## src/design/acq_pkg.sv

```systemverilog
// ---------------------------------------------------------------------------
// Shared timing constants and state encodings for the acquisition front end.
// BIT_TICKS fixes the serial bit period in clock cycles and is not
// programmable. Channel count and index width must stay consistent.
// ---------------------------------------------------------------------------
`default_nettype none

package acq_pkg;

	// clock cycles per serial bit
	localparam int BIT_TICKS = 105;
	// width of the bit period counter
	localparam int TICK_W = $clog2(BIT_TICKS);
	// multiplexer channel index
	localparam int CHAN_W = 3;
	localparam int NUM_CHAN = 8;

	// conversion sequencer
	typedef enum logic [2:0] {
		seq_idle,
		seq_settle,
		seq_start,
		seq_wait_eoc,
		seq_capture,
		seq_request,
		seq_wait_ready
	} seq_state_t;

	// transmit scheduler
	typedef enum logic [1:0] {
		sched_idle,
		sched_shot,
		sched_wait_confirm,
		sched_gap
	} sched_state_t;

	// line interface
	typedef enum logic [1:0] {
		itfc_idle,
		itfc_load,
		itfc_send,
		itfc_wait_end
	} itfc_state_t;

	// serializer bit position, the bit currently on the line
	typedef enum logic [3:0] {
		start_bit,
		bit0,
		bit1,
		bit2,
		bit3,
		bit4,
		bit5,
		bit6,
		bit7,
		stop_bit
	} frame_state_t;

endpackage

`default_nettype wire

```

## src/design/conv_sequencer.sv

```systemverilog
// ---------------------------------------------------------------------------
// Conversion sequencer. Steps the analog multiplexer through NUM_CHAN
// channels, starts the converter and waits for an active high eoc.
// The eoc wait has no timeout. A new conversion starts only after the
// scheduler has acknowledged the previous result with send_done.
// ---------------------------------------------------------------------------
`timescale 1ns/1ps
`default_nettype none

module conv_sequencer
	import acq_pkg::*;
(
	input  logic              clock,
	input  logic              rst,
	input  logic              eoc,
	input  logic              send_done,
	output logic              mux_en,
	output logic              soc,
	output logic              load_dato,
	output logic              send_req,
	output logic [CHAN_W-1:0] canale
);

	seq_state_t state;

	always_ff @(posedge clock) begin
		if (rst) begin
			state     <= seq_idle;
			mux_en    <= 1'b0;
			soc       <= 1'b0;
			load_dato <= 1'b0;
			send_req  <= 1'b0;
			canale    <= '0;
		end else begin
			// load_dato is a single cycle strobe
			load_dato <= 1'b0;
			case (state)
				seq_idle: begin
					// enable the mux for the current channel
					mux_en <= 1'b1;
					state  <= seq_settle;
				end
				seq_settle: begin
					// one cycle for the mux output to settle
					state <= seq_start;
				end
				seq_start: begin
					// soc goes up two cycles after mux_en
					soc   <= 1'b1;
					state <= seq_wait_eoc;
				end
				seq_wait_eoc: begin
					// wait as long as the converter needs
					if (eoc) begin
						load_dato <= 1'b1;
						mux_en    <= 1'b0;
						state     <= seq_capture;
					end
				end
				seq_capture: begin
					// data_in is valid now, drop soc and advance the channel
					soc <= 1'b0;
					if (canale == CHAN_W'(NUM_CHAN - 1)) begin
						canale <= '0;
					end else begin
						canale <= canale + 1'b1;
					end
					state <= seq_request;
				end
				seq_request: begin
					send_req <= 1'b1;
					state    <= seq_wait_ready;
				end
				seq_wait_ready: begin
					// both frames of the pair are out
					if (send_done) begin
						send_req <= 1'b0;
						state    <= seq_idle;
					end
				end
				default: begin
					state <= seq_idle;
				end
			endcase
		end
	end

endmodule

`default_nettype wire

```

## src/design/tx_scheduler.sv

```systemverilog
// ---------------------------------------------------------------------------
// Transmit scheduler. Turns one send_req into two shots, the first with
// add_mpx2 low and the second with add_mpx2 high. A dropped frame is
// confirmed like a sent one, so the pair always completes.
// ---------------------------------------------------------------------------
`timescale 1ns/1ps
`default_nettype none

module tx_scheduler
	import acq_pkg::*;
(
	input  logic clock,
	input  logic rst,
	input  logic send_req,
	input  logic confirm,
	output logic send_done,
	output logic shot,
	output logic add_mpx2
);

	sched_state_t state;
	// set while the second half of the pair is in flight
	logic half;

	// the half flag selects the second mux bank directly
	assign add_mpx2 = half;

	always_ff @(posedge clock) begin
		if (rst) begin
			state     <= sched_idle;
			half      <= 1'b0;
			shot      <= 1'b0;
			send_done <= 1'b0;
		end else begin
			// shot and send_done are one cycle strobes
			shot      <= 1'b0;
			send_done <= 1'b0;
			case (state)
				sched_idle: begin
					if (send_req) begin
						state <= sched_shot;
					end
				end
				sched_shot: begin
					// first frame of the pair
					shot  <= 1'b1;
					state <= sched_wait_confirm;
				end
				sched_wait_confirm: begin
					if (confirm) begin
						if (!half) begin
							// second shot right after the first confirm
							half <= 1'b1;
							shot <= 1'b1;
						end else begin
							half      <= 1'b0;
							send_done <= 1'b1;
							state     <= sched_gap;
						end
					end
				end
				sched_gap: begin
					// lets the sequencer drop send_req before we look again
					state <= sched_idle;
				end
				default: begin
					state <= sched_idle;
				end
			endcase
		end
	end

endmodule

`default_nettype wire

```

## src/design/line_interface.sv

```systemverilog
// ---------------------------------------------------------------------------
// Line interface. Captures data_in after a shot and starts the serializer
// if dsr is high. With dsr low the frame is dropped, error rises and the
// shot is confirmed anyway. error holds until a frame starts again.
// ---------------------------------------------------------------------------
`timescale 1ns/1ps
`default_nettype none

module line_interface
	import acq_pkg::*;
(
	input  logic       clock,
	input  logic       rst,
	input  logic       shot,
	input  logic       dsr,
	input  logic       tx_end,
	input  logic [7:0] data_in,
	output logic       confirm,
	output logic       error,
	output logic       tx_start,
	output logic [7:0] tx_byte
);

	itfc_state_t state;

	// transmit buffer, loaded once per shot
	always_ff @(posedge clock) begin
		if (state == itfc_load) begin
			tx_byte <= data_in;
		end
	end

	always_ff @(posedge clock) begin
		if (rst) begin
			state    <= itfc_idle;
			confirm  <= 1'b0;
			error    <= 1'b0;
			tx_start <= 1'b0;
		end else begin
			confirm  <= 1'b0;
			tx_start <= 1'b0;
			case (state)
				itfc_idle: begin
					if (shot) begin
						state <= itfc_load;
					end
				end
				itfc_load: begin
					// buffer takes data_in on this edge
					state <= itfc_send;
				end
				itfc_send: begin
					if (dsr) begin
						// tx_byte is already stable for the serializer
						tx_start <= 1'b1;
						error    <= 1'b0;
						state    <= itfc_wait_end;
					end else begin
						// no receiver, drop the frame but keep the pair going
						error   <= 1'b1;
						confirm <= 1'b1;
						state   <= itfc_idle;
					end
				end
				itfc_wait_end: begin
					if (tx_end) begin
						confirm <= 1'b1;
						state   <= itfc_idle;
					end
				end
				default: begin
					state <= itfc_idle;
				end
			endcase
		end
	end

endmodule

`default_nettype wire

```

## src/design/uart_serializer.sv

```systemverilog
// ---------------------------------------------------------------------------
// Bit serializer. One start bit, eight data bits MSB first, one stop bit,
// no parity. Every bit is BIT_TICKS cycles. The start bit follows tx_start
// after a lead-in of BIT_TICKS idle cycles. tx_start must not come while
// a frame is still going out.
// ---------------------------------------------------------------------------
`timescale 1ns/1ps
`default_nettype none

module uart_serializer
	import acq_pkg::*;
(
	input  logic       clock,
	input  logic       rst,
	input  logic       tx_start,
	input  logic [7:0] tx_byte,
	output logic       data_out,
	output logic       tx_end
);

	frame_state_t      ptr;
	logic              busy;
	// high during the idle lead-in before the start bit
	logic              lead;
	logic [TICK_W-1:0] tick;
	logic [7:0]        shreg;
	logic              bit_done;
	logic              shift;

	// last cycle of the current bit period
	assign bit_done = busy && (tick == TICK_W'(BIT_TICKS - 1));
	// a data bit leaves the shift register at the start bit and bit0..bit6 ends
	assign shift = bit_done && !lead && (ptr != bit7) && (ptr != stop_bit);
	assign tx_end = bit_done && !lead && (ptr == stop_bit);

	always_ff @(posedge clock) begin
		if (tx_start) begin
			shreg <= tx_byte;
		end else if (shift) begin
			shreg <= {shreg[6:0], 1'b0};
		end
	end

	always_ff @(posedge clock) begin
		if (rst) begin
			busy     <= 1'b0;
			lead     <= 1'b0;
			tick     <= '0;
			ptr      <= start_bit;
			data_out <= 1'b1;
		end else if (tx_start) begin
			busy <= 1'b1;
			lead <= 1'b1;
			tick <= '0;
		end else if (busy) begin
			if (bit_done) begin
				tick <= '0;
				if (lead) begin
					lead     <= 1'b0;
					ptr      <= start_bit;
					data_out <= 1'b0;
				end else begin
					// MSB goes first
					if (shift) begin
						data_out <= shreg[7];
					end
					case (ptr)
						start_bit: ptr <= bit0;
						bit0:      ptr <= bit1;
						bit1:      ptr <= bit2;
						bit2:      ptr <= bit3;
						bit3:      ptr <= bit4;
						bit4:      ptr <= bit5;
						bit5:      ptr <= bit6;
						bit6:      ptr <= bit7;
						bit7: begin
							ptr      <= stop_bit;
							data_out <= 1'b1;
						end
						default: begin
							// end of stop bit, line stays high
							busy <= 1'b0;
							ptr  <= start_bit;
						end
					endcase
				end
			end else begin
				tick <= tick + 1'b1;
			end
		end
	end

endmodule

`default_nettype wire

```

## src/design/acq_top.sv

```systemverilog
// ---------------------------------------------------------------------------
// Acquisition front end top level. Single clock, synchronous active high
// reset. eoc is active high. Transmit only, fixed bit period, no parity.
// Each conversion yields two frames, add_mpx2 low then high.
// ---------------------------------------------------------------------------
`timescale 1ns/1ps
`default_nettype none

module acq_top
	import acq_pkg::*;
(
	input  logic              clock,
	input  logic              rst,
	input  logic              eoc,
	input  logic              dsr,
	input  logic [7:0]        data_in,
	output logic              soc,
	output logic              load_dato,
	output logic              mux_en,
	output logic              add_mpx2,
	output logic              error,
	output logic              data_out,
	output logic [CHAN_W-1:0] canale
);

	// sequencer to scheduler
	logic       send_req;
	logic       send_done;
	// scheduler to line interface
	logic       shot;
	logic       confirm;
	// line interface to serializer
	logic       tx_start;
	logic       tx_end;
	logic [7:0] tx_byte;

	conv_sequencer i_conv_sequencer (
		.clock     (clock),
		.rst       (rst),
		.eoc       (eoc),
		.send_done (send_done),
		.mux_en    (mux_en),
		.soc       (soc),
		.load_dato (load_dato),
		.send_req  (send_req),
		.canale    (canale)
	);

	tx_scheduler i_tx_scheduler (
		.clock     (clock),
		.rst       (rst),
		.send_req  (send_req),
		.confirm   (confirm),
		.send_done (send_done),
		.shot      (shot),
		.add_mpx2  (add_mpx2)
	);

	line_interface i_line_interface (
		.clock    (clock),
		.rst      (rst),
		.shot     (shot),
		.dsr      (dsr),
		.tx_end   (tx_end),
		.data_in  (data_in),
		.confirm  (confirm),
		.error    (error),
		.tx_start (tx_start),
		.tx_byte  (tx_byte)
	);

	uart_serializer i_uart_serializer (
		.clock    (clock),
		.rst      (rst),
		.tx_start (tx_start),
		.tx_byte  (tx_byte),
		.data_out (data_out),
		.tx_end   (tx_end)
	);

endmodule

`default_nettype wire

```

## config.mk

```make
export PLATFORM = sky130hd
export DESIGN_NAME = acq_top
export DESIGN_NICKNAME = d
export VERILOG_FILES = /design/src/design/acq_pkg.sv /design/src/design/conv_sequencer.sv /design/src/design/tx_scheduler.sv /design/src/design/line_interface.sv /design/src/design/uart_serializer.sv /design/src/design/acq_top.sv
export SDC_FILE = /design/constraint.sdc
export NUM_CORES = 1
export LEC_CHECK = 0
export ABC_AREA = 1
export BUFFER_PORTS_ARGS = -buffer_cell sky130_fd_sc_hd__buf_2
export CAP_MARGIN = 10
export CORE_ASPECT_RATIO = 1.4
export CORE_MARGIN = 2
export CORE_UTILIZATION = 49
export CTS_CLUSTER_SIZE = 14
export DETAILED_ROUTE_END_ITERATION = 10
export MAX_ROUTING_LAYER = met4
export PLACE_DENSITY = 0.77
export SYNTH_ARGS = -nofsm -noshare
export SYNTH_HDL_FRONTEND = slang
export SYNTH_SLANG_ARGS = --single-unit
```

## constraint.sdc

```tcl
create_clock -name clock -period 1.5 [get_ports clock]
set_clock_uncertainty 0.05 [all_clocks]
set_input_delay 0.3 -clock clock [delete_from_list [all_inputs] [get_ports clock]]
set_output_delay 0.3 -clock clock [all_outputs]
set_load 0.05 [all_outputs]
```

==> results.txt, run 1 <==
----------------------------------------------------
[Finish]
  Layout Nets ... a little over 300
  Final standard cell count with taps included and fillers excluded ... 330
  Fraction of layout instances using a drive strength above 1 ... around a fifth
  Number of antenna repair diodes ... 0
  Most frequent standard cell in the layout excluding fill and tap cells ... nand2_1
  Synthesis-to-finish area growth ... 16.29%
  Final core utilization ... roughly three fifths
  Commonest cells after routing, fill and taps aside ... 55 x nand2_1, 32 x dfxtp_1, 31 x nor2_1

[Setup path]
  Worst flop-to-flop path startpoint ... i_uart_serializer.tick[1]
  Crit path required time ... around 1.7 ns
  Top delay family on crit path ... simple AND/OR/NAND/NOR gates
  Maximum net fanout on the critical path ... 6
  Critical path buffer and inverter count ... 2
  Cell at the slowest stage of the critical path ... dfxtp_2
  Worst-case reg-to-reg path depth ... 10
  CP cell instances ... inv_2 -> ha_2 -> nand2_2 -> nor2_4 -> buf_6 -> nand2_8 -> nor2_4 -> nand2_2 -> nand2_2 -> a21oi_1
  Crit path DAT ... about 1.6 ns
  Largest stage delay, worst path ... between 0.3 and 0.4 ns
  Critical path type ... reg -> reg
  Capture point of the worst reg-to-reg path ... i_line_interface.state[0]
  Most numerous cell on the critical path ... nand2_2
  Worst Setup Start Kind ... flip-flop
  Sort of element at the end of the critical path ... flip-flop
  Reg2Reg Setup Slack ... 0.1 ns

[STA]
  Worst Max-Slew Pin Slew ... between 0.2 and 0.3 ns
  Remaining max-slew budget at the tightest pin ... between 80% and 90%
  Max-slew violation count ... 0
  Crit path setup slack, layout ... 0.09879 ns
  Final setup fails ... 0
  Timing-limited maximum frequency ... 713.7 MHz
  Number of hold-slack violations in the final timing report ... 0
  Final critical path time including I/O delays and setup ... 1.401 ns
  Period Utilization, post-route ... around 93%

[Placement]
  Placed cells ... between 300 and 400
  GPL Wtd Cong ... roughly 0.8
  Worst-case setup slack after placement ... approximately 0.013 ns
  Buffers added on ports ... 20
  Final HPWL DP ... 2667 µm

[Drt]
  Wire length per cell ... ~11 µm
  Total via count after detailed routing ... 1,661
  Number of routed nets with antenna violations ... 0
  Detailed Routing Iterations Pass 1 ... 4
  Final Routed Wirelength ... ~3600 µm
  Vias per inst ... approximately 5
  Number of design rule violations left after detail routing ... 0
  Iteration-0 DRC count of the detailed router ... 50

[Power]
  Internal power ... roughly 2000 µW
  Leakage Power ... ~0.0011 µW
  Switching power ... about 660 µW
  Worst IR Drop VDD ... approximately 0.96 mV
  Final total power ... 2713 µW
  Clock share of power ... 34.9%
  Total power density per cell area ... 1088 mW/mm²
  Fraction of power spent switching nets ... between 20% and 30%
  Comb pwr share ... 10.6%
  Share of total power in sequential cells ... a little over half

[Logic synthesis]
  Flip-flop and latch count after synthesis ... 50
  Synthesized area ... 0.002143 mm²
  Post-Syn Area per Cell ... approximately 8.5 µm²
  Gate count of the mapped netlist ... about 250
  Distinct cell type count of the synthesized netlist ... 30
  Count of warnings emitted by yosys ... 0
  Mapped Nets ... around 270
  Portion of the post-synthesis area used by sequential elements ... 54.17%

[Clock tree]
  Number of buffers inserted to repair setup after CTS ... 0
  Clock buffer depth ... 2
  H-tree lvl count ... 2
  Worst-path clk slew ... about 0.090 ns
  Worst-Skew Late Latency ... a little over 0.3 ns
  Number of buffers inserted during clock tree synthesis ... 5
  Cell at the root of the clock tree ... clkbuf_8
  CTS tree ... done
  CTS sink count ... 50
  Hold Buf Count CTS ... 0

[GRT]
  Initial antenna violation count ... 0
  Maximum number of pins on one net before global-route repair ... 17
  Global route total overflow ... 0
  First-pass GRT wire length ... approximately 6000 µm
  Aggregate global-route resource usage ... around 17%
  Vias in the first global route ... approximately 1,500

[Floorplan]
  Y dimension of the die ... around 80 µm
  Die Width ... around 60 µm
  Total die area ... 0.004927 mm²
  Number of rows in the core area ... 28
  Core Footprint ... approximately 0.0042 mm²
  Number of I/O pins ... 21
  Initial Util ... just over 50%

[Hold path]
  Startpoint of the worst hold path ... data_in[4]
  Worst min-delay path class ... in -> reg
  Worst hold endpoint ... i_line_interface.tx_byte[4]
  Hold path cells ... 1

[Job]
  Reported max-cap violation count ... 0

[Status]
  Result of the run ... complete, no violations

----------------------------------------------------
==> power by group through the flow <==
stage          combinational, µW  clock (µW)  sequential (µW)
6_report                     288         946             1480
5_1_grt                      333        1010             1490
4_1_cts                      294         962             1480
3_5_place_dp                 291           0             1510
3_3_place_gp                 290           0             1510
2_1_floorplan                194           0             1530
==> worst register-to-register path, stage by stage (launching register included) <==
cell and delay (ns):
dfxtp_2 0.34, inv_2 0.06, ha_2 0.16, nand2_2 0.06
nor2_4 0.09, buf_6 0.12, nand2_8 0.07, nor2_4 0.16
nand2_2 0.06, nand2_2 0.07, a21oi_1 0.05
==> metal layers <==
layer	global-route usage (%)	up-vias	part of all wire [%]
met1	18.69	747	44
li1	-	886	-
met3	3.427	5	2.4
met4	9.111	0	2.5
met2	28.59	23	51
met5	-	-	0
==> synthesized netlist by cell type (all sizes together) <==
master | count | area, µm²
nand4 | 5 | 31.28
clkinv | 1 | 3.750
edfxtp | 16 | 480.5
clkbuf | 1 | 3.750
or2 | 1 | 6.260
inv | 32 | 120.1
nor2 | 35 | 156.4
a21oi | 15 | 82.58
nor3b | 1 | 7.510
dfxtp | 34 | 680.7
nand2 | 62 | 245.2
o211a | 1 | 10.01
buf | 2 | 10.01
nand3 | 13 | 70.07
ha | 7 | 87.58
a31oi | 3 | 18.77
o21ai | 18 | 93.84
o22ai | 1 | 6.260
xor2 | 1 | 8.760
nor3 | 3 | 20.02
==> logic make-up after synthesis <==
family | after synthesis | share of synthesized area, %
AOI/OAI and AO/OA | 38 | 9.866
xor gates and xnor gates | 1 | 0.4087
adders and majority gates | 7 | 4.086
buffers and inverters | 36 | 6.421
DFF | 50 | 54.17
and+or+nand+nor | 120 | 25.04
==> repair_timing <==
action | in CTS | in global routing
gates resized for setup | 1 | 11
pin swaps | 0 | 1
setup endpoints to repair | 8 | 9
==> through the flow <==
step	hold WS [ns]	setup TNS [ns]	area [µm²]
2_1_floorplan	0.3489	0	2143
3_3_place_gp	0.3992	0	2346
3_5_place_dp	0.4066	0	2346
4_1_cts	0.1106	0	2462
5_1_grt	0.1005	-0.006226	2492
6_report	0.1149	0	2492
==> state kept, by name (all words and copies together) (netlist names) <==
name,count
i_tx_scheduler.add_mpx2,1
i_uart_serializer.busy,1
i_tx_scheduler.send_done,1
i_line_interface.tx_start,1
i_tx_scheduler.shot,1
i_conv_sequencer.send_req,1
i_uart_serializer.ptr,4
i_line_interface.confirm,1
i_tx_scheduler.state,2
i_uart_serializer.shreg,8
i_line_interface.error,1
i_conv_sequencer.canale,3
i_conv_sequencer.state,3
i_conv_sequencer.soc,1
i_conv_sequencer.mux_en,1
i_line_interface.tx_byte,8
i_uart_serializer.lead,1
i_line_interface.state,2
i_conv_sequencer.load_dato,1
i_uart_serializer.data_out,1
i_uart_serializer.tick,7
==> worst max-delay path by stage <==
stage                               from                          to  cells after the start
4_1_cts        i_uart_serializer.tick[1]   i_uart_serializer.tick[5]                     10
6_report       i_uart_serializer.tick[1]   i_line_interface.state[0]                     10
3_3_place_gp   i_uart_serializer.tick[1]  i_uart_serializer.shreg[1]                      6
5_1_grt        i_uart_serializer.tick[0]   i_line_interface.state[0]                     10
3_5_place_dp   i_uart_serializer.tick[1]  i_uart_serializer.shreg[1]                      6
2_1_floorplan  i_uart_serializer.tick[0]  i_uart_serializer.shreg[0]                      6
==> final cells by class <==
type,count,area [µm²]
Inverter,33,123.9
Clock inverter,3,45.04
Multi-Input combinational cell,166,870.8
Sequential cell,50,1164
Clock buffer,5,68.82
Timing Repair Buffer,28,163.9
Tap cell,45,56.30
Fill cell,361,1712
Note: power is estimated with default switching activity, not from simulation.
==> inputs of run 2 (changes only) <==
Settings changed: ABC_AREA 1 to default, CORE_UTILIZATION 49 to 52, PLACE_DENSITY 0.77 to 0.8.
==> results.txt, run 2 <==
----------------------------------------------------
[Setup path]
  Critical path type ... reg -> reg
  Crit path required time ... 1.48 ns (-0.17 ns)
  Maximum net fanout on the critical path ... 8 (+2)
  Worst Setup Start Kind ... flip-flop
  Capture point of the worst reg-to-reg path ... i_uart_serializer.shreg[2]
  Crit path DAT ... 1.53 ns (-0.02 ns)
  Cell at the slowest stage of the critical path ... dfxtp_2
  Worst-case reg-to-reg path depth ... 7 (-3)
  Largest stage delay, worst path ... 0.33 ns (about the same)
  Reg2Reg Setup Slack ... -0.05 ns (-0.15 ns)
  Sort of element at the end of the critical path ... flip-flop
  Critical path buffer and inverter count ... 2 (unchanged)
  CP cell instances ... inv_2 -> ha_4 -> nand4b_4 -> or2_4 -> nor2_2 -> a21o_1 -> buf_12
  Worst flop-to-flop path startpoint ... i_uart_serializer.tick[1]
  Top delay family on crit path ... simple AND/OR/NAND/NOR gates

[GRT]
  Maximum number of pins on one net before global-route repair ... 18 (+1)
  Met1 Usage GRT ... 20.79% (+2.1 points)
  Aggregate global-route resource usage ... 19.00% (+2.0 points)
  Gr busiest metal ... met2
  Vias in the first global route ... 1,503 (+0.60%)
  GR Util met3 ... 3.566% (+0.14 points)
  Global route total overflow ... 0 (unchanged)
  Initial antenna violation count ... 0 (unchanged)
  First-pass GRT wire length ... 6541 µm (+7.7%)
  GRT met2 Usage ... 33.07% (+4.5 points)

[Drt]
  Wire length per cell ... 14.06 µm (+28%)
  Total via count after detailed routing ... 1,555 (-6.4%)
  Number of routed nets with antenna violations ... 0 (unchanged)
  Detailed Routing Iterations Pass 1 ... 4 (unchanged)
  Number of design rule violations left after detail routing ... 0 (unchanged)
  Final Routed Wirelength ... 4021 µm (+11%)
  Vias per inst ... 5.437 (+8.0%)
  Iteration-0 DRC count of the detailed router ... 29 (-42%)

[Clock tree]
  H-tree lvl count ... 2 (unchanged)
  Number of buffers inserted to repair setup after CTS ... 0 (unchanged)
  Worst-path clk slew ... 0.09 ns (about the same)
  Cell at the root of the clock tree ... clkbuf_8
  Worst-Skew Late Latency ... 0.30 ns (about the same)
  CTS tree ... done
  Clock buffer depth ... 2 (unchanged)
  CTS sink count ... 50 (unchanged)
  Number of buffers inserted during clock tree synthesis ... 5 (unchanged)

[Power]
  Total power density per cell area ... 1086 mW/mm² (-0.24%)
  Worst IR Drop VDD ... 1.126 mV (+17%)
  Leakage Power ... 0.001074 µW (+2.2%)

[STA]
  Max-slew violation count ... 0 (unchanged)
  Worst Max-Slew Pin Slew ... 0.3383 ns (+0.04418 ns)
  Crit path setup slack, layout ... -0.05284 ns (-0.1516 ns)
  Final setup fails ... 9 (+9)
  Timing-limited maximum frequency ... 644.0 MHz (-9.8%)
  Remaining max-slew budget at the tightest pin ... 77.33% (-2.9 points)
  Final critical path time including I/O delays and setup ... 1.553 ns (+0.1516 ns)
  Unrepaired setup endpoints after global routing ... true
  Period Utilization, post-route ... 103.5% (+10 points)
  Number of hold-slack violations in the final timing report ... 0 (unchanged)
  Worst Hold Margin ... 0.1162 ns (+0.001354 ns)

[Floorplan]
  Die Width ... 58.15 µm (-2.9%)
  Y dimension of the die ... 79.81 µm (-3.0%)
  Core Footprint ... 0.003953 mm² (-6.0%)
  Initial Util ... 54.00% (+3.0 points)
  Total die area ... 0.004641 mm² (-5.8%)
  Number of rows in the core area ... 27 (-3.6%)
  Number of I/O pins ... 21 (unchanged)

[Placement]
  Worst-case setup slack after placement ... -0.06678 ns (-0.07944 ns)
  Final HPWL DP ... 2929 µm (+9.8%)
  GPL Wtd Cong ... 0.8198 (+2.5%)
  Placed cells ... 278 (-14%)
  Buffers added on ports ... 20 (unchanged)
  Placed Area ... 0.002411 mm² (+2.8%)

[Logic synthesis]
  Number of enable flip-flop cells after synthesis ... 16 (unchanged)
  Count of warnings emitted by yosys ... 0 (unchanged)
  Synthesized area ... 0.002135 mm² (-0.41%)
  Distinct cell type count of the synthesized netlist ... 44 (+47%)
  Most frequently used cell type in the post-synthesis netlist ... dfxtp_1
  Dominant cell type by area after synthesis ... dfxtp_1
  Post-Syn Area per Cell ... 10.36 µm² (+22%)
  Most instantiated cells after synthesis ... 34 x dfxtp_1, 29 x nor2_1, 21 x nand2_1
  Portion of the post-synthesis area used by sequential elements ... 54.40% (+0.22 points)
  Gate count of the mapped netlist ... 206 (-18%)
  Mapped Nets ... 225 (-17%)
  Leading post-synthesis cells by cell area ... dfxtp_1 32%, edfxtp_1 23%, nor2_1 5.1%, ha_1 4.1%, mux2_2 3.7%
  Flip-flop and latch count after synthesis ... 50 (unchanged)
  Post-synthesis async set-or-reset flop share ... 0% (unchanged)
  Most used DFF post-synth ... dfxtp_1
  Proportion of netlist area held by the largest area contributor ... 31.89% (+0.13 points)

[Finish]
  Final core utilization ... 64.96% (+5.7 points)
  Fraction of layout instances using a drive strength above 1 ... 28.40% (+8.0 points)
  Leading registers by flop count ... i_line_interface.tx_byte x8, i_uart_serializer.shreg x8, i_uart_serializer.tick x7
  Commonest cells after routing, fill and taps aside ... 32 x dfxtp_1, 28 x nor2_1, 20 x nand2_1, 20 x buf_2
  Layout Nets ... 261 (-14%)
  Number of antenna repair diodes ... 0 (unchanged)
  Most frequent standard cell in the layout excluding fill and tap cells ... dfxtp_1
  Layout Cell Area excl Fill ... 0.002567 mm² (+3.0%)
  Final standard cell count with taps included and fillers excluded ... 286 (-13%)
  Filler Cells Inserted ... 318 (-12%)
  Synthesis-to-finish area growth ... 20.28%

[Hold path]
  Startpoint of the worst hold path ... data_in[1]
  Worst min-delay path class ... in -> reg
  Hold path cells ... 1 (unchanged)
  Worst hold endpoint ... i_line_interface.tx_byte[1]

[Job]
  Reported max-cap violation count ... 0 (unchanged)

[Status]
  Violations in the final reports ... negative setup slack
  Result of the run ... finished with violations

----------------------------------------------------
run 2: cell types whose count changed in the layout (fill, tap and decap cells not counted), moves of 3 or more:
cell,previous run,this run
nor2b_1,0,3
mux2i_1,0,5
buf_4,7,16
nand2_1,55,20
inv_1,29,7
nor2_4,4,0
nor3_1,2,5
nand2_2,6,1
o21ai_0,15,6
nor2_1,31,28
xor2_1,1,4
mux2_2,0,7
nand3_1,12,4
run 2: power by group:
part           internal [µW]  switching, µW  total (µW)  leakage, µW
sequential              1430           30.0        1460     0.000419
combinational           86.4            125         211     0.000587
clock                    668            453        1120    0.0000683
run 2: repair_timing:
action / in CTS / in global routing
pin swaps: 4 / 5
setup endpoints to repair: 11 / 15
hold buffers: 0 / 0
resized for setup: 1 / 5
run 2: per-stage QoR:
stage          total power (µW)  TNS [ns]
2_1_floorplan              1628   -0.8348
3_3_place_gp               1683   -0.3156
3_5_place_dp               1691   -0.5657
4_1_cts                    2788   -0.4775
5_1_grt                    2864    -1.267
6_report                   2788   -0.4431
run 2: worst max-delay path by stage:
stage,start,slack (ns),end,cells after the start
floorplan,i_uart_serializer.tick[1],-0.10,i_uart_serializer.shreg[0],6
global placement,i_uart_serializer.tick[1],-0.04,i_uart_serializer.shreg[1],7
detailed placement,i_uart_serializer.tick[1],-0.07,i_line_interface.state[0],7
CTS,i_uart_serializer.tick[1],-0.06,i_uart_serializer.shreg[1],7
global route,i_uart_serializer.tick[0],-0.13,i_line_interface.state[0],7
finish,i_uart_serializer.tick[1],-0.05,i_uart_serializer.shreg[2],7
run 2: layout make-up:
class	count	area, µm²	share of cell area (%)
flip-flops and latches	50	1164	45.32
inverters	9	33.78	1.316
clock buffers	5	68.82	2.680
clock inverters	3	68.82	2.680
well taps	43	53.80	2.096
multi-input cells	138	927.1	36.11
repair buffers	38	251.5	9.795
run 2: kinds of logic after synthesis:
group	Yosys count	synth area share, %
compound gates	34	10.79
mux	12	6.038
fa+ha+maj	7	4.103
flops	50	54.40
xor+xnor	6	2.462
buf+inv	18	3.575
simple gates	79	18.64
run 2: per-layer routing:
layer / routed length (µm) / vias to the layer above
li1: - / 790
met1: 1708 / 736
met2: 2147 / 23
met3: 102 / 6
met4: 63 / 0
met5: 0 / -
==> inputs of run 3 (changes only) <==
Settings changed: PLACE_DENSITY 0.8 to default, PLACE_DENSITY_LB_ADDON from default to 0.15.
==> results.txt, run 3 (same netlist as run 2, synthesis figures left out) <==
----------------------------------------------------
[Status]
  Result of the run ... finished with violations
  Violations in the final reports ... negative setup slack

[Hold path]
  Worst min-delay path class ... in -> reg

[GRT]
  First-pass GRT wire length ... 6354 µm (-2.9%)
  Global route total overflow ... 0 (unchanged)
  Initial antenna violation count ... 0 (unchanged)
  Maximum number of pins on one net before global-route repair ... 23 (+5)
  Vias in the first global route ... 1,515 (+0.80%)
  Aggregate global-route resource usage ... 18.20% (-0.80 points)

[Clock tree]
  Number of buffers inserted during clock tree synthesis ... 5 (unchanged)
  Cell at the root of the clock tree ... clkbuf_8
  CTS tree ... done
  CTS sink count ... 50 (unchanged)
  Worst-path clk slew ... 0.09 ns (about the same)
  Clock buffer depth ... 2 (unchanged)
  H-tree lvl count ... 2 (unchanged)
  Hold Buf Count CTS ... 0 (unchanged)
  Worst-Skew Late Latency ... 0.30 ns (about the same)

[Floorplan]
  Number of rows in the core area ... 27 (unchanged)
  Core Footprint ... 0.003953 mm² (unchanged)
  Total die area ... 0.004641 mm² (unchanged)
  Number of I/O pins ... 21 (unchanged)
  Y dimension of the die ... 79.81 µm (unchanged)
  Initial Util ... 54.00% (unchanged)
  Die Width ... 58.15 µm (unchanged)

[STA]
  Period Utilization, post-route ... 102.1% (-1.4 points)
  Remaining max-slew budget at the tightest pin ... 72.64% (-4.7 points)
  Worst Max-Slew Pin Slew ... 0.4069 ns (+0.06863 ns)
  Crit path setup slack, layout ... -0.03214 ns (+0.02070 ns)
  Timing-limited maximum frequency ... 652.7 MHz (+1.4%)
  Max-slew violation count ... 0 (unchanged)
  Final critical path time including I/O delays and setup ... 1.532 ns (-0.02070 ns)
  Number of hold-slack violations in the final timing report ... 0 (unchanged)
  Final total negative setup slack ... -0.03713 ns (+0.4059 ns)
  Worst Hold Margin ... 0.1194 ns (+0.003144 ns)
  Final setup fails ... 2 (-7)
  Unrepaired setup endpoints after global routing ... true

[Placement]
  Final HPWL DP ... 2758 µm (-5.8%)
  Buffers added on ports ... 20 (unchanged)
  Placed Area ... 0.002391 mm² (-0.83%)
  GPL Wtd Cong ... 0.8096 (-1.2%)

[Setup path]
  Worst Setup Start Kind ... flip-flop
  Crit path DAT ... 1.68 ns (+0.15 ns)
  Sort of element at the end of the critical path ... flip-flop
  Critical path type ... reg -> reg
  Maximum net fanout on the critical path ... 4 (-4)
  Crit path required time ... 1.65 ns (+0.17 ns)

[Drt]
  Iteration-0 DRC count of the detailed router ... 45 (+55%)
  DR WL met3 ... 175 µm (+72%)
  Wire length per cell ... 13.48 µm (-4.1%)
  Total via count after detailed routing ... 1,568 (+0.84%)
  Number of design rule violations left after detail routing ... 0 (unchanged)
  Final Routed Wirelength ... 3856 µm (-4.1%)
  Routed wl met2 ... 1920 µm (-11%)
  Number of routed nets with antenna violations ... 0 (unchanged)
  Vias per inst ... 5.483 (+0.84%)
  Detailed Routing Iterations Pass 1 ... 4 (unchanged)
  Length of routed wiring on met1 ... 1705 µm (-0.18%)
  Uppermost layer routed ... met4

[Power]
  Total power density per cell area ... 1011 mW/mm² (-6.9%)
  Worst IR Drop VDD ... 1.042 mV (-7.4%)
  Leakage Power ... 0.001058 µW (-1.5%)

[Finish]
  Commonest cells after routing, fill and taps aside ... 32 x dfxtp_1, 27 x nor2_1, 20 x nand2_1, 20 x buf_2
  Leading registers by flop count ... i_line_interface.tx_byte x8, i_uart_serializer.shreg x8, i_uart_serializer.tick x7
  Layout Nets ... 261 (unchanged)
  Layout Cell Area excl Fill ... 0.002561 mm² (-0.24%)
  Number of antenna repair diodes ... 0 (unchanged)
  Most frequent standard cell in the layout excluding fill and tap cells ... dfxtp_1
  Fraction of layout instances using a drive strength above 1 ... 29.63% (+1.2 points)
  Synthesis-to-finish area growth ... 19.99%

[Job]
  Reported max-cap violation count ... 0 (unchanged)

----------------------------------------------------
==> run 3: metrics by stage <==
stage | setup WS [ns] | instances | util, % | total power, µW
5_1_grt | -0.09200 | 286 | 64.80 | 2684
3_3_place_gp | -0.09546 | 277 | 60.49 | 1674
6_report | -0.03214 | 286 | 64.80 | 2590
3_5_place_dp | -0.1686 | 277 | 60.49 | 1689
4_1_cts | -0.05625 | 286 | 63.63 | 2612
2_1_floorplan | -0.1043 | 206 | - | 1628
==> run 3: final cells by class <==
| type | instances | area (µm²) |
|---|---|---|
| repair buffers | 38 | 242.7 |
| well taps | 43 | 53.80 |
| clock buffers | 5 | 68.82 |
| multi-input cells | 138 | 958.4 |
| flip-flops and latches | 50 | 1164 |
| inverters | 9 | 33.78 |
| fillers | 291 | 1391 |
| clock inverters | 3 | 40.04 |
==> run 3: what timing repair did <==
item,CTS,global route
buffers inserted,1,0
pin swaps,4,4
gates resized for setup,3,9
setup endpoints to repair,13,20
cloned,0,0
==> run 3: routing by layer <==
layer / vias to the layer above / GRT usage (%)
met5: - / -
met1: 728 / 21.40
met2: 44 / 30.57
met4: 0 / 6.279
li1: 790 / -
met3: 6 / 3.890
==> run 3: path summary, 6_finish.rpt <==
check / start / to / slack (ns) / depth (start not counted)
max: i_uart_serializer.tick[1] / i_line_interface.state[0] / -0.03 / 7
min: data_in[3] / i_line_interface.tx_byte[3] / 0.12 / 1
max reg2reg: i_uart_serializer.tick[1] / i_line_interface.state[0] / -0.03 / 7
min reg2reg: i_conv_sequencer.mux_en / i_conv_sequencer.mux_en / 0.44 / 2
==> run 3: where the power goes <==
group / switching, µW / internal [µW] / leakage, µW
Clock: 438 / 490 / 0.0000541
Combinational: 124 / 85.1 / 0.000585
Sequential: 26.8 / 1430 / 0.000419
Total: 589 / 2000 / 0.00106
==> run 3: critical path: stages, from the launching register on <==
cell,delay (ns)
dfxtp_2,0.33
inv_2,0.06
ha_4,0.13
nand4b_4,0.10
buf_6,0.15
o41ai_4,0.35
nand3_2,0.12
o211a_1,0.13
